$ cat src/dtp_settings.svh
`ifndef DTP_SETTINGS_SVH
`define DTP_SETTINGS_SVH

// pipeline geometry
`define DTP_PIPE_STAGES  5   // slots in flight
`define DTP_RAM_AW       14  // node address width
`define DTP_RAM_DW       32  // node word width
`define DTP_RAM_STAGES   2   // tree ram read latency
`define DTP_CMP_STAGES   2   // compare / adder latency
`define DTP_TREE_DEPTH   10  // max tree levels
`define DTP_THSH_W       16  // threshold, attribute, result
`define DTP_ATTR_W       5   // attribute select
`define DTP_INIT_AW      3   // root slot counter

// internal node  |rchld 31:22|attr 21:17|thsh 16:1|leaf 0|
`define DTP_LEAF_IDX     0
`define DTP_THSH_IDX     1
`define DTP_ATTR_IDX     17
`define DTP_RCHLD_IDX    22
// leaf node      |tree 27:18|res 17:2|last 1|leaf 0|
`define DTP_LAST_IDX     1
`define DTP_RES_IDX      2
`define DTP_TREE_IDX     18
// root word      |ab_tree 14:1|last_ab 0|
`define DTP_LAST_AB_IDX  0
`define DTP_AB_TREE_IDX  1

`endif

$ cat src/dtp_pkg.sv
`include "dtp_settings.svh"

package dtp_pkg;

    // -------------------------------------------------
    // per-slot control state
    // -------------------------------------------------
    typedef enum logic [1:0] {
        CTRL_IDLE     = 2'd0,  // slot empty
        CTRL_INIT     = 2'd1,  // root word in flight
        CTRL_INTERNAL = 2'd2   // walking a tree
    } ctrl_state_t;

    // source of the next address for a slot
    typedef enum logic [1:0] {
        UPD_HOLD  = 2'd0,  // same address again
        UPD_CHILD = 2'd1,  // left or right child
        UPD_TREE  = 2'd2   // next tree / root target
    } upd_sel_t;

    // run state machine
    typedef enum logic [1:0] {
        RUN_IDLE = 2'd0,
        RUN_RST  = 2'd1,  // flush everything
        RUN_LOAD = 2'd2,  // kick root loading
        RUN_PROC = 2'd3
    } run_state_t;

    typedef logic [`DTP_RAM_AW-1:0]      node_addr_t;
    typedef logic [`DTP_RAM_DW-1:0]      node_word_t;
    typedef logic [`DTP_PIPE_STAGES-1:0] flush_vec_t;  // one bit per ctrl stage

endpackage

$ cat src/trav_if.sv
`timescale 1ns/100ps
`include "dtp_settings.svh"

interface trav_if;
    dtp_pkg::node_addr_t  node_addr;  // address issued this cycle
    dtp_pkg::node_word_t  node_word;  // ram word, RAM_STAGES later
    dtp_pkg::ctrl_state_t ctrl_pre;   // state lined up with node_word
    dtp_pkg::upd_sel_t    upd;        // address source picked by the decision
    dtp_pkg::ctrl_state_t slot_ctrl;  // state entering stage 0
    logic                 all_idle;
    logic                 init_sel;   // root loading owns the issue port
    logic [`DTP_INIT_AW-1:0] init_node;
    dtp_pkg::flush_vec_t  flush;

    modport ram     (input node_addr, output node_word);

    modport ctrl    (input node_word, init_sel, flush,
                     output ctrl_pre, upd, slot_ctrl, all_idle);

    modport branch  (input node_word, ctrl_pre, upd, slot_ctrl, init_sel, init_node,
                     output node_addr);

    modport control (input node_word, all_idle,
                     output init_sel, init_node, flush);
endinterface

$ cat src/node_ctrl.sv
`timescale 1ns/100ps
`include "dtp_settings.svh"

module node_ctrl (
    input  logic                   clk,
    input  logic                   rst_n,
    input  logic                   i_res_full,
    output logic                   o_res_valid,
    output logic [`DTP_THSH_W-1:0] o_res_data,
    trav_if.ctrl                   bus
);
    dtp_pkg::ctrl_state_t ctrl_q [`DTP_PIPE_STAGES];  // one entry per slot
    dtp_pkg::ctrl_state_t ctrl_pre;
    dtp_pkg::ctrl_state_t ctrl_next;
    dtp_pkg::upd_sel_t    upd_next;
    logic                 is_leaf;
    logic                 is_last;
    logic                 idle_all;

    assign ctrl_pre = ctrl_q[`DTP_RAM_STAGES-1];  // same age as node_word
    assign is_leaf  = bus.node_word[`DTP_LEAF_IDX];
    assign is_last  = bus.node_word[`DTP_LAST_IDX];

    // loader overrides the returning slot
    assign bus.slot_ctrl = bus.init_sel ? dtp_pkg::CTRL_INIT : ctrl_q[`DTP_PIPE_STAGES-1];

    // -------------------------------------------------
    // state ring, decision lands at RAM_STAGES
    // -------------------------------------------------
    always_ff @(posedge clk) begin
        if (!rst_n) begin
            for (int i = 0; i < `DTP_PIPE_STAGES; i++) begin
                ctrl_q[i] <= dtp_pkg::CTRL_IDLE;
            end
        end else begin
            ctrl_q[0] <= bus.flush[0] ? dtp_pkg::CTRL_IDLE : bus.slot_ctrl;
            for (int i = 1; i < `DTP_PIPE_STAGES; i++) begin
                if (bus.flush[i]) begin
                    ctrl_q[i] <= dtp_pkg::CTRL_IDLE;
                end else if (i == `DTP_RAM_STAGES) begin
                    ctrl_q[i] <= ctrl_next;  // decided state
                end else begin
                    ctrl_q[i] <= ctrl_q[i-1];
                end
            end
        end
    end

    // -------------------------------------------------
    // node decision
    // -------------------------------------------------
    always_comb begin
        ctrl_next = dtp_pkg::CTRL_IDLE;
        upd_next  = dtp_pkg::UPD_HOLD;
        case (ctrl_pre)
            dtp_pkg::CTRL_INIT: begin
                ctrl_next = dtp_pkg::CTRL_INTERNAL;
                upd_next  = dtp_pkg::UPD_TREE;  // jump to root target
            end
            dtp_pkg::CTRL_INTERNAL: begin
                ctrl_next = dtp_pkg::CTRL_INTERNAL;
                if (!is_leaf) begin
                    upd_next = dtp_pkg::UPD_CHILD;
                end else if (i_res_full) begin
                    upd_next = dtp_pkg::UPD_HOLD;  // retry leaf next round
                end else if (is_last) begin
                    ctrl_next = dtp_pkg::CTRL_IDLE;  // chain done
                end else begin
                    upd_next = dtp_pkg::UPD_TREE;
                end
            end
            default: ;
        endcase
    end

    assign bus.ctrl_pre = ctrl_pre;
    assign bus.upd      = upd_next;

    // leaf results straight from the ram word
    assign o_res_valid = (ctrl_pre == dtp_pkg::CTRL_INTERNAL) & is_leaf & ~i_res_full;
    assign o_res_data  = bus.node_word[`DTP_RES_IDX +: `DTP_THSH_W];

    always_comb begin
        idle_all = 1'b1;
        for (int i = 0; i < `DTP_PIPE_STAGES; i++) begin
            if (ctrl_q[i] != dtp_pkg::CTRL_IDLE) idle_all = 1'b0;
        end
    end
    assign bus.all_idle = idle_all;
endmodule

$ cat src/flat_wrapper.sv
// flat-port wrapper written by rule: the top's interface ports become plain ports
module node_ctrl_flat 
  (clk, rst_n, i_res_full, o_res_valid, o_res_data, bus_node_word, bus_init_sel, bus_flush, bus_ctrl_pre, bus_upd, bus_slot_ctrl, bus_all_idle);
  trav_if bus_i ();
  input  logic clk;
  input  logic rst_n;
  input  logic i_res_full;
  output logic o_res_valid;
  output logic [`DTP_THSH_W-1:0] o_res_data;
  input wire logic [$bits(bus_i.node_word)-1:0] bus_node_word;
  input wire logic [$bits(bus_i.init_sel)-1:0] bus_init_sel;
  input wire logic [$bits(bus_i.flush)-1:0] bus_flush;
  output wire logic [$bits(bus_i.ctrl_pre)-1:0] bus_ctrl_pre;
  output wire logic [$bits(bus_i.upd)-1:0] bus_upd;
  output wire logic [$bits(bus_i.slot_ctrl)-1:0] bus_slot_ctrl;
  output wire logic [$bits(bus_i.all_idle)-1:0] bus_all_idle;
  assign bus_i.node_word = bus_node_word;
  assign bus_i.init_sel = bus_init_sel;
  assign bus_i.flush = bus_flush;
  assign bus_ctrl_pre = bus_i.ctrl_pre;
  assign bus_upd = bus_i.upd;
  assign bus_slot_ctrl = bus_i.slot_ctrl;
  assign bus_all_idle = bus_i.all_idle;
  node_ctrl u_core (.clk(clk), .rst_n(rst_n), .i_res_full(i_res_full), .o_res_valid(o_res_valid), .o_res_data(o_res_data), .bus(bus_i));
endmodule
$ cat config.mk
export PLATFORM = sky130hd
export DESIGN_NAME = node_ctrl_flat
export DESIGN_NICKNAME = d
export VERILOG_FILES = /design/src/dtp_pkg.sv /design/src/trav_if.sv /design/src/node_ctrl.sv /design/src/flat_wrapper.sv
export VERILOG_INCLUDE_DIRS = /design/src
export SDC_FILE = /design/constraint.sdc
export NUM_CORES = 1
export LEC_CHECK = 0
export ABC_AREA = 1
export ABC_CLOCK_PERIOD_IN_PS = 1250
export BUFFER_PORTS_ARGS = -buffer_cell sky130_fd_sc_hd__buf_2
export CORE_MARGIN = 2
export CORE_UTILIZATION = 31
export DETAILED_ROUTE_END_ITERATION = 8
export MAX_ROUTING_LAYER = met4
export PLACE_DENSITY = 0.88
export SYNTH_ARGS = -nofsm -noshare
export SYNTH_HDL_FRONTEND = slang
export SYNTH_SLANG_ARGS = --single-unit
export TNS_END_PERCENT = 10
$ cat constraint.sdc
create_clock -name clk -period 1.25 [get_ports clk]
set_input_delay 0.0625 -clock clk [delete_from_list [all_inputs] [get_ports clk]]
set_output_delay 0.0625 -clock clk [all_outputs]
set_load 0.01 [all_outputs]
==> flow_summary_export.csv <==
group,metric,value,unit
route,ant_nets,0,
sta,fin_ws,-64.0,ps
worst_setup_path,reg2reg_from,"u_core.ctrl_q[1][0]",
min_path,worstHoldStart,"bus_flush[4]",
synthesis,netlist_area,533,sq um
sta,setup_tns,-77.8,ps
sta,fin_crit,1310,ps
cells_and_area,final_cells,89,
worst_setup_path,crit_type,"register to output port",
global_route,antenna_found_initial,0,
cells_and_area,drive_gt1_share,45.2,%
worst_setup_path,required,1190,ps
outcome,outcome,"finished, violations left",
sta,finClkSkew,1.67,ps
worst_setup_path,r2r_slack,130,ps
cells_and_area,n_antenna_cell,0,
synthesis,yosys.area.top_type_share,39.4,%
global_route,grt_max_degree,8,
place,dpl_cell_area,538,sq um
floorplanning,die_y,45.5,microns
worst_setup_path,r2r-end,"u_core.ctrl_q[2][1]",
power,peakVddDrop,0.000446,V
floorplanning,core-area,1560,sq um
cells_and_area,postLayoutCoreUtil,39.3,%
cells_and_area,fill_cells,167,
synthesis,synth_area_leaders,"edfxtp_1 (39%), buf_4 (24%), ha_1 (7.0%)",
cells_and_area,top_register,"u_core.ctrl_q",
power,p_leak,0.294,nW
place,place.port_buffers,18,
synthesis,ys_types,16,
clock_network,h-tree-depth,1,
clock_network,cts_buffers,3,
floorplanning,die_area,2070,sq um
clock_network,cts_tree,"done",
route,totalWireLength,889,microns
route,dr.pass1.iters,2,
worst_setup_path,r2r_cells,4,
sta,fin_crit_sh,105,%
place,finalWeightedCongestion,0.669,
clock_network,clk_latency,250,ps
synthesis,synth_top_area_cell,"edfxtp_1",
worst_setup_path,end_kind,"output port",
sta,fmax,0.761,GHz
worst_setup_path,critPathLaunchType,"register",
synthesis,ys_ff_latch,7,
cells_and_area,design_area,613,sq um
floorplanning,boundaryPins,65,
clock_network,numClockSinks,7,
route,drt_iter0_drc,4,
floorplanning,fp-row-count,14,
cells_and_area,largest_reg_flops,7,
sta,hold_viol_final,0,
min_path,hold_end,"u_core.ctrl_q[4][1]",
cells_and_area,synthToLayoutAreaGrowth,15.0,%
route,route.detailed.drc,0,
outcome,violations,"setup timing",
cells_and_area,top_regs,"u_core.ctrl_q x7",
clock_network,cts_root_buf,"clkbuf_4",
place,place_inst,83,
worst_setup_path,path_max_fanout,2,
sta,holdWs,102,ps
sta,slew_viol_final,0,
global_route,overflow,0,
job,drv_cap,0,
synthesis,synth_edf_count,7,
place,hpwl,695,microns
route,post_drt_via_cell_ratio,4.35,
synthesis,ys_seq_area_share,39.4,%
floorplanning,initial_core_util,34.2,%
synthesis,yosys_warnings,0,
synthesis,syn_avg_cell_area,8.88,sq um
synthesis,synth_flop_cell,"edfxtp_1",
route,wire_per_inst,9.99,microns
sta,finalSetupViolCount,2,
synthesis,syn_inst,60,
cells_and_area,num-nets-final,118,
power,power.total,0.570,mW
global_route,grt_use_total,9.96,%
synthesis,synth_most_common_cell,"buf_4",
global_route,grt_pass1_wl,1330,microns
sta,rsz0062_at_grt,"yes",
floorplanning,die_w,45.5,microns
synthesis,yosys-top-cells-count,"buf_4 (17), inv_1 (10), edfxtp_1 (7), nor2_1 (5)",
place,pre_cts_slack,103,ps
worst_setup_path,arrival,1250,ps
synthesis,async_flop_share,0,%
global_route,grt_pass1_vias,354,
clock_network,cts_buffer_depth,2,
min_path,min_path_cells,2,
power,power_density,929,nW/um^2
route,vias,387,
clock_network,clk_pin_slew_worst_paths,50,ps
min_path,hold_path.class,"input pin to register",
-- placed cells by master (no fill, tap or decap), drive strengths merged --
cell and count:
a21oi 1, clkbuf 4, nand4 1, nand3 2, nor3b 1, nor3 4, nor2 6, conb 7
inv 11, ha 3, nand2 4, buf 20, edfxtp 7, a21boi 1, nor4 1
-- cells by family (layout without fill, tap and decap cells) --
logic type	count (synthesis)	in the layout	share of synthesized area, %
adder cells (fa/ha/maj)	3	3	7.04
buffers and inverters	28	35	31.7
AND/OR/NAND/NOR	19	19	18.1
AO/OA/AOI/OAI	2	2	3.05
other	1	7	0.704
flip-flops	7	7	39.4
-- worst max-delay path, cell delays in order, from the launching register on --
cell and delay (ps):
edfxtp_1 400, buf_4 160, ha_1 200, inv_2 70, a21boi_2 50, buf_2 130
-- final cells by class --
type	instances	area [sq um]	share of cell area, %
inverter	11	41.3	6.73
timing repair buffer	20	105	17.1
sequential	7	210	34.3
tap	16	20.0	3.27
clock buffer	4	26.3	4.29
multi-input combinational	31	210	34.3
-- repair_timing --
action,in CTS,in global routing
endpoints found under the setup margin,4,4
gates cloned,0,0
hold buffers,0,0
pin swaps,1,0
resized for setup,7,0
setup buffers,2,0
-- per-layer routing --
layer  vias up  GRT usage [%]  part of all wire [%]
met4         0           8.24                     0
met5         -              -                     0
met2        16           17.2                    53
li1        193              -                     -
met3         0           3.97                    11
met1       178           8.09                    36
-- power by group --
part | total [mW] | switching [mW] | internal [mW]
Clock | 0.200 | 0.0786 | 0.122
Combinational | 0.0932 | 0.0518 | 0.0414
Sequential | 0.276 | 0.00432 | 0.272
-- worst max path at each step --
stage               depth (start not counted)  slack (ps)                   to                start
global route                                5        -160           bus_upd[1]  u_core.ctrl_q[1][0]
global placement                            5         150           bus_upd[1]  u_core.ctrl_q[1][0]
floorplan                                   4         130  u_core.ctrl_q[2][1]  u_core.ctrl_q[1][0]
finish                                      5         -60           bus_upd[1]  u_core.ctrl_q[1][0]
detailed placement                          5         100           bus_upd[1]  u_core.ctrl_q[1][0]
CTS                                         5         -80           bus_upd[1]  u_core.ctrl_q[1][0]
Note: power is estimated with default switching activity, not from simulation.
