--- src/dtp_settings.svh ---
`ifndef DTP_SETTINGS_SVH
`define DTP_SETTINGS_SVH

// pipeline geometry
`define DTP_PIPE_STAGES  5   // slots in flight
`define DTP_RAM_AW       14  // node address width
`define DTP_RAM_DW       32  // node word width
`define DTP_RAM_STAGES   2   // tree ram read latency
`define DTP_CMP_STAGES   2   // compare / adder latency
`define DTP_TREE_DEPTH   10  // max tree levels
`define DTP_THSH_W       16  // threshold, attribute, result
`define DTP_ATTR_W       5   // attribute select
`define DTP_INIT_AW      3   // root slot counter

// internal node  |rchld 31:22|attr 21:17|thsh 16:1|leaf 0|
`define DTP_LEAF_IDX     0
`define DTP_THSH_IDX     1
`define DTP_ATTR_IDX     17
`define DTP_RCHLD_IDX    22
// leaf node      |tree 27:18|res 17:2|last 1|leaf 0|
`define DTP_LAST_IDX     1
`define DTP_RES_IDX      2
`define DTP_TREE_IDX     18
// root word      |ab_tree 14:1|last_ab 0|
`define DTP_LAST_AB_IDX  0
`define DTP_AB_TREE_IDX  1

`endif

--- src/dtp_pkg.sv ---
`include "dtp_settings.svh"

package dtp_pkg;

    // -------------------------------------------------
    // per-slot control state
    // -------------------------------------------------
    typedef enum logic [1:0] {
        CTRL_IDLE     = 2'd0,  // slot empty
        CTRL_INIT     = 2'd1,  // root word in flight
        CTRL_INTERNAL = 2'd2   // walking a tree
    } ctrl_state_t;

    // source of the next address for a slot
    typedef enum logic [1:0] {
        UPD_HOLD  = 2'd0,  // same address again
        UPD_CHILD = 2'd1,  // left or right child
        UPD_TREE  = 2'd2   // next tree / root target
    } upd_sel_t;

    // run state machine
    typedef enum logic [1:0] {
        RUN_IDLE = 2'd0,
        RUN_RST  = 2'd1,  // flush everything
        RUN_LOAD = 2'd2,  // kick root loading
        RUN_PROC = 2'd3
    } run_state_t;

    typedef logic [`DTP_RAM_AW-1:0]      node_addr_t;
    typedef logic [`DTP_RAM_DW-1:0]      node_word_t;
    typedef logic [`DTP_PIPE_STAGES-1:0] flush_vec_t;  // one bit per ctrl stage

endpackage

--- src/trav_if.sv ---
`timescale 1ns/100ps
`include "dtp_settings.svh"

interface trav_if;
    dtp_pkg::node_addr_t  node_addr;  // address issued this cycle
    dtp_pkg::node_word_t  node_word;  // ram word, RAM_STAGES later
    dtp_pkg::ctrl_state_t ctrl_pre;   // state lined up with node_word
    dtp_pkg::upd_sel_t    upd;        // address source picked by the decision
    dtp_pkg::ctrl_state_t slot_ctrl;  // state entering stage 0
    logic                 all_idle;
    logic                 init_sel;   // root loading owns the issue port
    logic [`DTP_INIT_AW-1:0] init_node;
    dtp_pkg::flush_vec_t  flush;

    modport ram     (input node_addr, output node_word);

    modport ctrl    (input node_word, init_sel, flush,
                     output ctrl_pre, upd, slot_ctrl, all_idle);

    modport branch  (input node_word, ctrl_pre, upd, slot_ctrl, init_sel, init_node,
                     output node_addr);

    modport control (input node_word, all_idle,
                     output init_sel, init_node, flush);
endinterface

--- src/delay_line.sv ---
`timescale 1ns/100ps

module delay_line #(
    parameter type      payload_t = logic,
    parameter int       STAGES    = 1,
    parameter payload_t RST_VAL   = payload_t'(0)
) (
    input  logic     clk,
    input  logic     rst_n,
    input  payload_t i_data,
    output payload_t o_data
);
    payload_t stage_q [STAGES];  // [0] youngest

    always_ff @(posedge clk) begin
        if (!rst_n) begin
            for (int i = 0; i < STAGES; i++) begin
                stage_q[i] <= RST_VAL;
            end
        end else begin
            stage_q[0] <= i_data;
            for (int i = 1; i < STAGES; i++) begin
                stage_q[i] <= stage_q[i-1];  // shift
            end
        end
    end

    assign o_data = stage_q[STAGES-1];
endmodule

--- src/dtp_control.sv ---
`timescale 1ns/100ps
`include "dtp_settings.svh"

module dtp_control (
    input  logic       clk,
    input  logic       rst_n,
    input  logic       i_start,
    input  logic       i_abort,
    output logic       o_done,
    trav_if.control    bus
);
    dtp_pkg::run_state_t     state_q, state_d;
    logic                    pipe_flush;      // start or abort
    logic                    pipeline_start;
    logic                    init_proc;       // root loading active
    logic                    init_end;
    logic                    root_vld, root_done, root_hit;
    logic                    fin;
    logic [`DTP_INIT_AW-1:0] init_node_q, cur_node;

    assign pipe_flush     = ((state_q == dtp_pkg::RUN_IDLE) & i_start) | i_abort;
    assign pipeline_start = (state_q == dtp_pkg::RUN_LOAD);
    assign fin            = bus.all_idle & ~init_proc;
    assign o_done         = (state_q == dtp_pkg::RUN_PROC) & fin & ~i_abort;

    // -------------------------------------------------
    // run state machine
    // -------------------------------------------------
    always_ff @(posedge clk) begin
        if (!rst_n) state_q <= dtp_pkg::RUN_IDLE;
        else        state_q <= state_d;
    end

    always_comb begin
        state_d = state_q;
        case (state_q)
            dtp_pkg::RUN_IDLE: if (i_start) state_d = dtp_pkg::RUN_RST;
            dtp_pkg::RUN_RST:  state_d = i_abort ? dtp_pkg::RUN_IDLE : dtp_pkg::RUN_LOAD;
            dtp_pkg::RUN_LOAD: state_d = i_abort ? dtp_pkg::RUN_IDLE : dtp_pkg::RUN_PROC;
            default: begin  // proc
                if (i_abort | fin) state_d = dtp_pkg::RUN_IDLE;
            end
        endcase
    end

    // -------------------------------------------------
    // root loading, one root word per cycle
    // -------------------------------------------------
    always_ff @(posedge clk) begin
        if (!rst_n) begin
            init_proc   <= 1'b0;
            init_node_q <= '0;
            root_done   <= 1'b0;
        end else begin
            if (pipe_flush)          init_proc <= 1'b0;
            else if (pipeline_start) init_proc <= 1'b1;
            else if (init_end)       init_proc <= 1'b0;
            init_node_q <= init_proc ? init_node_q + 1'b1 : '0;
            if (pipeline_start)      root_done <= 1'b0;
            else if (root_hit)       root_done <= 1'b1;  // ignore surplus words after last
        end
    end

    // last flag known only RAM_STAGES after the issue
    delay_line #(.payload_t(logic), .STAGES(`DTP_RAM_STAGES))
        vld_dly_i (.clk(clk), .rst_n(rst_n), .i_data(init_proc), .o_data(root_vld));
    delay_line #(.payload_t(logic [`DTP_INIT_AW-1:0]), .STAGES(`DTP_RAM_STAGES))
        node_dly_i (.clk(clk), .rst_n(rst_n), .i_data(init_node_q), .o_data(cur_node));

    assign root_hit = root_vld & ~root_done & bus.node_word[`DTP_LAST_AB_IDX];
    assign init_end = (init_proc & (int'(init_node_q) == `DTP_PIPE_STAGES - 1)) | root_hit;

    assign bus.init_sel  = init_proc;
    assign bus.init_node = init_node_q;

    // -------------------------------------------------
    // flush vector
    // -------------------------------------------------
    // root cur_node sits at stage RAM_STAGES-1, the ones
    // issued after it are younger by j and surplus
    always_comb begin
        bus.flush = '0;
        if (pipe_flush) begin
            bus.flush = '1;
        end else if (root_hit) begin
            for (int j = 1; j <= `DTP_RAM_STAGES; j++) begin
                if (int'(cur_node) + j <= `DTP_PIPE_STAGES - 1) begin
                    bus.flush[`DTP_RAM_STAGES - j] = 1'b1;  // only slots really loaded
                end
            end
        end
    end
endmodule

--- src/flat_wrapper.sv ---
// flat-port wrapper written by rule: the top's interface ports become plain ports
module dtp_control_flat 
  (clk, rst_n, i_start, i_abort, o_done, bus_node_word, bus_all_idle, bus_init_sel, bus_init_node, bus_flush);
  trav_if bus_i ();
  input  logic clk;
  input  logic rst_n;
  input  logic i_start;
  input  logic i_abort;
  output logic o_done;
  input wire logic [$bits(bus_i.node_word)-1:0] bus_node_word;
  input wire logic [$bits(bus_i.all_idle)-1:0] bus_all_idle;
  output wire logic [$bits(bus_i.init_sel)-1:0] bus_init_sel;
  output wire logic [$bits(bus_i.init_node)-1:0] bus_init_node;
  output wire logic [$bits(bus_i.flush)-1:0] bus_flush;
  assign bus_i.node_word = bus_node_word;
  assign bus_i.all_idle = bus_all_idle;
  assign bus_init_sel = bus_i.init_sel;
  assign bus_init_node = bus_i.init_node;
  assign bus_flush = bus_i.flush;
  dtp_control u_core (.clk(clk), .rst_n(rst_n), .i_start(i_start), .i_abort(i_abort), .o_done(o_done), .bus(bus_i));
endmodule
--- config.mk ---
export PLATFORM = sky130hd
export DESIGN_NAME = dtp_control_flat
export DESIGN_NICKNAME = d
export VERILOG_FILES = /design/src/dtp_pkg.sv /design/src/trav_if.sv /design/src/delay_line.sv /design/src/dtp_control.sv /design/src/flat_wrapper.sv
export VERILOG_INCLUDE_DIRS = /design/src
export SDC_FILE = /design/constraint.sdc
export NUM_CORES = 1
export LEC_CHECK = 0
export ABC_CLOCK_PERIOD_IN_PS = 1250
export CORE_AREA = 2 2 39 41
export CTS_BUF_LIST = sky130_fd_sc_hd__clkbuf_4
export CTS_CLUSTER_DIAMETER = 200
export DETAILED_ROUTE_END_ITERATION = 10
export DIE_AREA = 0 0 41 43
export DONT_BUFFER_PORTS = 1
export GPL_ROUTABILITY_DRIVEN = 1
export GPL_TIMING_DRIVEN = 0
export HOLD_SLACK_MARGIN = 0.03
export PLACE_DENSITY_LB_ADDON = 0.08
export SLEW_MARGIN = 20
export SYNTH_ARGS = -nofsm -noshare
export SYNTH_HDL_FRONTEND = slang
export SYNTH_HIERARCHICAL = 1
export SYNTH_SLANG_ARGS = --single-unit
--- constraint.sdc ---
create_clock -name clk -period 1.25 [get_ports clk]
set_input_delay 0.125 -clock clk [delete_from_list [all_inputs] [get_ports clk]]
set_output_delay 0.125 -clock clk [all_outputs]
set_load 0.02 [all_outputs]
==> summary.txt, run 1 <==
Outcome
  – Status: finished, violations left
  – Failing checks: setup timing

Timing
  – Final WS setup: -0.156 ns
  – Fmax: 711 MHz
  – Skew final: 0.00740 ns
  – Hold Fails Final Rpt: 0
  – Setup repair after global routing missed its margin: yes
  – Slew @ Worst Pin: 0.365 ns
  – Part of the cycle the worst path needs: 112%
  – Setup violators final: 6
  – WHS: 0.0554 ns
  – Max transition margin: 75.6%
  – Final Max Tran Viols: 0
  – Post-route minimum period: 1.41 ns

Route
  – Final WL: 1160 µm
  – Initial DRC Count: 5
  – DR vias: 458
  – Via density: 4.92
  – DRC Markers: 0
  – First-pass DRT Iterations: 3
  – Per-cell routed wire length: 12.5 µm
  – Final ANT Viol Nets: 0

Yosys
  – Seq/Total Area, Yosys: 47.5%
  – Post-Syn Nets: 104
  – Yosys Warn Count: 6
  – Top cell type's share of synthesized area: 47.5%
  – Synth top area cells: dfxtp_1, and2_1, buf_4, ha_1, a2111oi_4
  – Register bit total from synthesis: 15
  – Mapped Cells: 64
  – Netlist cell types: 21
  – Biggest area consumer among synthesized cells: dfxtp_1
  – Cell Area, Synth: 632 µm²
  – Mean Syn Cell Area: 9.87 µm²

Floorplanning
  – Initial Utilization: 45.7%
  – Die X: 41 µm
  – CORE AREA: 0.00138 mm²
  – I/O Pins: 47
  – Die Area: 0.00176 mm²
  – Die Y: 43 µm
  – Row cnt: 14

Pwr
  – Maximum vdd drop: 0.000858 V
  – PD cells: 998 mW/mm²
  – Psw: 208 µW
  – Int Power: 649 µW
  – Leak pwr: 0.000352 µW
  – Sw Share: 24.3%
  – Comb pwr share: 12.7%
  – Sequential Power Share: 56.2%
  – Clock network fraction of design power: 31.2%

Setup path
  – Critical path, cell by cell: ha_4 -> a221o_1 -> nand2_2
  – Worst setup SP type: flop
  – Crit. End Element: primary output
  – Kind of critical path: reg2out
  – Critical path's largest stage delay: 0.37 ns
  – Crit-path slowest cell: dfxtp_4
  – Crit Path Max Fanout: 3
  – Worst Path Arrival: 1.28 ns
  – Required time worst endpoint: 1.12 ns

GRT
  – Grt ovf: 0
  – Largest net degree at the start of global routing: 14
  – Gr busiest metal: met2
  – First-pass GRT wire length: 1790 µm
  – Vias in the first global route: 453
  – GRT Resource Usage Total: 16.0%
  – M1 GR Usage: 16.2%
  – Grt met3 use: 4.71%
  – GR Util met2: 24.7%
  – Initial antenna violation count: 0

Flow run
  – Number of max-cap violations: 0

Placement
  – Placed cells: 80
  – Post-DP HPWL: 681 µm
  – Buffers on Ports: 0
  – Final Wtd Congestion: 0.623

CTS
  – Clock Pin Slew Worst Setup and Hold Paths: 0.09 ns
  – CTS tree: done
  – # H-tree levels: 1
  – CTS Buf Count: 3
  – CTS sink count: 15
  – Clock tree buffer depth: 2
  – Root Buffer: clkbuf_4
  – Worst-Skew Late Latency: 0.28 ns

Layout
  – Post-Layout Cell Count: 93
  – FILL cells: 110
  – P&R area growth vs syn: 36.0%
  – Fin nets: 118
  – # diodes: 0
  – Share of cells above drive strength 1: 50.6%

Worst hold path
  – HP Class: in2reg
[critical path: cells and delay by family, from the launching register on]
kind / cells / cell delay (ns)
compound gates: 1 / 0.34
fa+ha+maj: 1 / 0.17
simple gates: 1 / 0.13
flops: 1 / 0.37
[placed cells by master (no fill, tap or decap), types with 3 or more instances in the layout]
master,n
dfxtp_4,4
dfxtp_1,8
nand2_1,3
clkbuf_4,3
and2_1,8
dfxtp_2,3
inv_1,5
nor2_1,3
buf_6,3
buf_4,10
[final timing paths]
path / to / slack, ns / start / cells past startpoint
setup / recovery: bus_flush[1] / -0.16 / u_core/node_dly_i/stage_q[0][4] / 3
hold / removal: u_core/bus.init_sel / 0.06 / i_abort / 2
setup reg to reg: u_core/state_q[1] / 0.08 / u_core/bus.init_sel / 3
hold reg to reg: u_core/node_dly_i/stage_q[0][4] / 0.43 / u_core/node_dly_i/stage_q[0][1] / 1
[per-layer routing]
| metal | part of all wire, % | vias up |
|---|---|---|
| met2 | 54 | 15 |
| met3 | 5.9 | 2 |
| met5 | 0 | - |
| met1 | 39 | 210 |
| met4 | 1.3 | 0 |
| li1 | - | 231 |
[registers in the layout, summed over array words and instances, names as in the netlist]
register                   cells
u_core/node_dly_i/stage_q      6
u_core/bus.init_node           3
u_core/state_q                 2
u_core/vld_dly_i/stage_q       2
u_core/bus.init_sel            1
u_core/root_done               1
[cell usage after synthesis, drive strengths merged]
library cell	count
a32o	1
a211oi	1
dfxtp	15
and2	8
a31oi	1
o21ai	1
and3	2
o21a	1
xnor2	1
a221o	1
ha	3
inv	6
and3b	1
nand2	5
buf	6
nand3b	1
nor3b	2
a2111oi	1
a21oi	1
nor2	6
[through the flow]
stage / power (µW) / utilization (%) / setup WS (ns) / instance area [µm²] / setup TNS, ns
floorplan: 550 / - / 0.0333 / 636 / 0
global placement: 556 / 47.4 / 0.0149 / 656 / 0
detailed placement: 556 / 47.4 / -0.00325 / 656 / -0.00325
CTS: 866 / 61.0 / -0.149 / 845 / -0.406
global route: 907 / 62.1 / -0.205 / 860 / -0.756
finish: 858 / 62.1 / -0.156 / 860 / -0.414
[logic make-up after synthesis]
kind of cell,Yosys count,synth area share (%)
adders and majority gates,3,5.94
DFF,15,47.5
buffers and inverters,12,10.7
and+or+nand+nor,25,21.8
AOI/OAI and AO/OA,8,12.7
xor gates and xnor gates,1,1.39
[power by group through the flow]
stage	Combinational, µW	Sequential, µW	Clock [µW]
after floorplan	52.4	498	0
after global placement	56.2	499	0
after detailed placement	56.5	499	0
after CTS	102	481	283
after global routing	117	483	307
final	109	482	267
[final cells by class]
type,instances,area (µm²),area share (%)
plain buffers,4,41.3,4.80
clock buffers,3,22.5,2.62
clock inverters,1,5.00,0.582
inverters,6,22.5,2.62
multi-input cells,37,342,39.7
flip-flops and latches,15,319,37.1
well taps,16,20.0,2.33
repair buffers,11,87.6,10.2
[what timing repair did]
item / CTS / global route
setup buffers: 8 / 1
endpoints found under the hold margin: 14 / 0
hold buffers: 2 / 0
pin swaps: 8 / 3
setup endpoints to repair: 7 / 10
resized for setup: 26 / 3
Note: power is estimated with default switching activity, not from simulation.
==> run 2: changes to the inputs <==
--- a/config.mk
+++ b/config.mk
@@ -6,10 +6,11 @@
 export SDC_FILE = /design/constraint.sdc
 export NUM_CORES = 1
 export LEC_CHECK = 0
+export ABC_AREA = 0
 export ABC_CLOCK_PERIOD_IN_PS = 1250
 export CORE_AREA = 2 2 39 41
 export CTS_BUF_LIST = sky130_fd_sc_hd__clkbuf_4
-export CTS_CLUSTER_DIAMETER = 200
+export CTS_CLUSTER_DIAMETER = 60
 export DETAILED_ROUTE_END_ITERATION = 10
 export DIE_AREA = 0 0 41 43
 export DONT_BUFFER_PORTS = 1
@@ -17,6 +18,7 @@
 export GPL_TIMING_DRIVEN = 0
 export HOLD_SLACK_MARGIN = 0.03
 export PLACE_DENSITY_LB_ADDON = 0.08
+export REMOVE_ABC_BUFFERS = 1
 export SLEW_MARGIN = 20
 export SYNTH_ARGS = -nofsm -noshare
 export SYNTH_HDL_FRONTEND = slang
==> summary.txt, run 2 (synthesis results as in run 1) <==
Setup path
  – Worst setup SP type: flop
  – Crit. End Element: primary output
  – Crit Path Max Fanout: 2
  – Kind of critical path: reg2out
  – Worst Path Arrival: 1.24 ns
  – Required time worst endpoint: 1.12 ns
  – Reg2Reg Depth: 5

Route
  – Via density: 5.00
  – Final ANT Viol Nets: 0
  – First-pass DRT Iterations: 2
  – Final WL: 1070 µm
  – DRC Markers: 0
  – DR vias: 440
  – Per-cell routed wire length: 12.2 µm
  – Initial DRC Count: 8

Pwr
  – Leak pwr: 0.000318 µW
  – Maximum vdd drop: 0.000754 V
  – PD cells: 1070 mW/mm²

Floorplanning
  – Row cnt: 14
  – CORE AREA: 0.00138 mm²
  – Die X: 41 µm
  – Die Y: 43 µm
  – Die Area: 0.00176 mm²
  – I/O Pins: 47
  – Initial Utilization: 45.7%

Timing
  – TNS Setup: -0.224 ns
  – Setup repair after global routing missed its margin: yes
  – Slew @ Worst Pin: 0.361 ns
  – Skew final: 0.00416 ns
  – Part of the cycle the worst path needs: 109%
  – Max transition margin: 75.8%
  – Hold Fails Final Rpt: 0
  – Setup violators final: 3
  – WHS: 0.0660 ns
  – Final Max Tran Viols: 0
  – Post-route minimum period: 1.36 ns
  – Fmax: 735 MHz
  – Final WS setup: -0.110 ns

GRT
  – Largest net degree at the start of global routing: 14
  – Initial antenna violation count: 0
  – GRT Resource Usage Total: 14.3%
  – Grt ovf: 0
  – First-pass GRT wire length: 1670 µm
  – Vias in the first global route: 394

Worst hold path
  – HP Class: in2reg
  – Hold depth: 2

Outcome
  – Failing checks: setup timing
  – Status: finished, violations left

Layout
  – Multi-input gate area: 312 µm²
  – Most frequent cells in the layout: dfxtp_1, and2_1, buf_4
  – Seq. cell area: 314 µm²
  – P&R area growth vs syn: 23.6%
  – Final instance area: 781 µm²
  – Largest Register: u_core/node_dly_i/stage_q
  – Number of flip-flops in the largest register: 6
  – Core Util, Final: 56.4%
  – Share of cells above drive strength 1: 43.1%
  – # diodes: 0
  – Fin nets: 113
  – FILL cells: 133

CTS
  – # H-tree levels: 1
  – Worst-Skew Late Latency: 0.27 ns
  – Root Buffer: clkbuf_4
  – CTS sink count: 15
  – CTS tree: done
  – Clock Pin Slew Worst Setup and Hold Paths: 0.09 ns
  – Clock tree buffer depth: 2
  – CTS Buf Count: 3

Flow run
  – Number of max-cap violations: 0

Placement
  – Post-DP HPWL: 673 µm
  – Buffers on Ports: 0
  – Dpl cell area: 607 µm²
  – Final Wtd Congestion: 0.644
run 2: cell count changes in the layout (fill, tap and decap cells not counted), sizes merged:
cell	before	now
clkinv	1	2
inv	6	5
buf	13	8
run 2: cell type report:
| cell class | count | area share [%] |
|---|---|---|
| sequential | 15 | 40.2 |
| multi-input combinational | 37 | 39.9 |
| timing repair buffer | 10 | 10.3 |
| inverter | 6 | 3.53 |
| clock buffer | 3 | 2.88 |
| tap | 16 | 2.56 |
| clock inverter | 1 | 0.641 |
run 2: worst paths after layout:
| check | end | slack [ns] | from |
|---|---|---|---|
| worst max-delay path | bus_flush[0] | -0.11 | u_core/node_dly_i/stage_q[0][4] |
| worst min-delay path | u_core/state_q[0] | 0.07 | i_abort |
| worst max register to register | u_core/bus.init_sel | 0.05 | u_core/bus.init_node[0] |
| worst min register to register | u_core/node_dly_i/stage_q[0][4] | 0.43 | u_core/node_dly_i/stage_q[0][1] |
run 2: what timing repair did:
action	4_1_cts	5_1_grt
hold buffers	2	0
endpoints found under the setup margin	8	8
hold endpoints to repair	14	0
pin swaps	5	6
setup buffers	4	4
resized for setup	20	4
run 2: stage by stage:
stage                     worst slack, ns  power (µW)  instances
final                              -0.110         835         88
after global routing               -0.173         875         88
after CTS                          -0.138         837         84
after detailed placement           -0.150         544         74
after global placement             -0.131         544         74
after floorplan                   -0.0949         539         58
run 2: worst max-delay path, stage by stage, from the launching register on:
cell	delay, ns
dfxtp_2	0.35
ha_4	0.23
nor2_1	0.08
a31oi_1	0.06
o21ai_2	0.24
run 2: routing by layer:
layer / vias to the layer above / GRT usage (%) / share of wire (%)
li1: 223 / - / -
met1: 205 / 20.2 / 47
met2: 10 / 18.1 / 47
met3: 2 / 3.66 / 5.1
met4: 0 / 10.0 / 0.93
met5: - / 0 / 0
run 2: power by group:
| part | leakage [µW] | switching, µW | internal (µW) |
|---|---|---|---|
| Sequential | 0.000125 | 7.19 | 479 |
| Clock | 0.0000177 | 147 | 118 |
| Combinational | 0.000175 | 48.0 | 35.4 |
| Total | 0.000318 | 202 | 633 |
==> run 3: changes to the inputs <==
--- a/config.mk
+++ b/config.mk
@@ -17,7 +17,6 @@
 export GPL_ROUTABILITY_DRIVEN = 1
 export GPL_TIMING_DRIVEN = 0
 export HOLD_SLACK_MARGIN = 0.03
-export PLACE_DENSITY_LB_ADDON = 0.08
 export REMOVE_ABC_BUFFERS = 1
 export SLEW_MARGIN = 20
 export SYNTH_ARGS = -nofsm -noshare
==> summary.txt, run 3 (synthesis results as in run 1) <==
Outcome
  – Status: finished, violations left
  – Failing checks: setup timing

Setup path
  – Critical path's largest stage delay: 0.36 ns
  – Kind of critical path: reg2out
  – Required time worst endpoint: 1.12 ns
  – Critical path, cell by cell: buf_4 -> nand2_1 -> a221o_1 -> nand2_2
  – Crit-path slowest cell: dfxtp_2
  – FF-to-FF setup slack: 0.04 ns
  – Crit. End Element: primary output
  – Worst Path Arrival: 1.24 ns
  – Setup crit end: bus_flush[1]
  – Worst reg2reg path startpoint: u_core/root_done
  – Worst setup SP type: flop
  – Reg2Reg Depth: 4
  – Worst R2R End: u_core/bus.init_sel
  – Crit Path Max Fanout: 2
  – Setup crit start: u_core/node_dly_i/stage_q[0][4]

Floorplanning
  – I/O Pins: 47
  – Die Area: 0.00176 mm²
  – Die Y: 43 µm
  – Row cnt: 14
  – Initial Utilization: 45.7%
  – Die X: 41 µm
  – CORE AREA: 0.00138 mm²

Timing
  – Fmax: 735 MHz
  – Setup repair after global routing missed its margin: yes
  – Final WS setup: -0.111 ns
  – Skew final: 0.0123 ns
  – WHS: 0.0567 ns
  – Hold Fails Final Rpt: 0
  – Final Max Tran Viols: 0
  – Slew @ Worst Pin: 0.350 ns
  – Max transition margin: 76.6%
  – Part of the cycle the worst path needs: 109%
  – Post-route minimum period: 1.36 ns
  – Setup violators final: 6

Flow run
  – Number of max-cap violations: 0

Layout
  – P&R area growth vs syn: 20.8%
  – Post-Layout Cell Count: 85
  – Number of flip-flops in the largest register: 6
  – Fin nets: 110
  – FILL cells: 131
  – # diodes: 0
  – Most frequent cells in the layout: dfxtp_1, and2_1, inv_1, dfxtp_2, buf_4
  – Largest Register: u_core/node_dly_i/stage_q
  – Share of cells above drive strength 1: 42.0%

GRT
  – Largest net degree at the start of global routing: 14
  – Initial antenna violation count: 0
  – Grt ovf: 0
  – Vias in the first global route: 418
  – First-pass GRT wire length: 1660 µm
  – GRT Resource Usage Total: 14.3%

CTS
  – CTS Buf Count: 3
  – Root Buffer: clkbuf_4
  – CTS sink count: 15
  – Clock Pin Slew Worst Setup and Hold Paths: 0.09 ns
  – Worst-Skew Late Latency: 0.28 ns
  – CTS tree: done
  – # H-tree levels: 1
  – Clock tree buffer depth: 2

Route
  – DR vias: 414
  – DRC Markers: 0
  – Final ANT Viol Nets: 0
  – Per-cell routed wire length: 12.1 µm
  – Final WL: 1030 µm
  – First-pass DRT Iterations: 2
  – Initial DRC Count: 1
  – Via density: 4.87

Worst hold path
  – HP Class: in2reg

Placement
  – Buffers on Ports: 0
  – Placed cells: 74
  – Post-DP HPWL: 633 µm
  – Final Wtd Congestion: 0.663

Pwr
  – Leak pwr: 0.000304 µW
  – PD cells: 1110 mW/mm²
  – Maximum vdd drop: 0.000601 V
[run 3: cell type report]
| type | count | area (µm²) | area share (%) |
|---|---|---|---|
| Timing Repair Buffer | 7 | 57.6 | 7.54 |
| Tap cell | 16 | 20.0 | 2.62 |
| Sequential cell | 15 | 314 | 41.1 |
| Multi-Input combinational cell | 37 | 314 | 41.1 |
| Inverter | 6 | 27.5 | 3.61 |
| Clock buffer | 4 | 30.0 | 3.93 |
[run 3: stage by stage]
step                      power (µW)  utilization [%]  worst slack, ns  instance area (µm²)  setup TNS, ns
after floorplan                  539                -          -0.0949                  587        -0.0949
after global routing             898             55.2           -0.175                  763         -0.592
final                            849             55.2           -0.111                  763         -0.267
after CTS                        855             53.4           -0.132                  739         -0.299
after detailed placement         544             43.9           -0.151                  607         -0.349
after global placement           544             43.9           -0.130                  607         -0.326
[run 3: worst min path at each step]
stage | slack [ns] | endpoint | cells past startpoint | from
after detailed placement | 0.19 | u_core/state_q[1] | 1 | i_abort
after global routing | 0.05 | u_core/state_q[0] | 2 | i_abort
final | 0.06 | u_core/state_q[0] | 2 | i_abort
after global placement | 0.19 | u_core/state_q[1] | 1 | i_abort
after CTS | 0.07 | u_core/state_q[0] | 2 | i_abort
after floorplan | 0.19 | u_core/state_q[1] | 1 | i_abort
[run 3: worst max-delay path, delay by kind of cell, from the launching register on]
family                 cells  cell delay [ns]
AOI/OAI and AO/OA          1             0.33
and+or+nand+nor            2             0.17
buffers and inverters      1             0.11
DFF                        1             0.36
[run 3: timing repair]
action	4_1_cts	5_1_grt
hold buffers	2	0
resized for setup	19	6
setup endpoints to repair	7	8
buffers inserted	3	2
endpoints found under the hold margin	14	0
pin swaps	5	6
[run 3: routing by layer]
metal  vias up  track usage, %  wire, µm
met3         2            4.19        47
met4         0            10.0        16
li1        215               -         -
met5         -               0         0
met2         8            21.6       486
met1       189            16.2       478
[run 3: power breakdown]
| part | leakage, µW | total, µW | switching (µW) | internal [µW] |
|---|---|---|---|---|
| sequential | 0.000125 | 486 | 6.84 | 479 |
| combinational | 0.000160 | 76.2 | 46.8 | 29.4 |
| clock | 0.0000184 | 287 | 142 | 145 |
| total | 0.000304 | 849 | 196 | 654 |
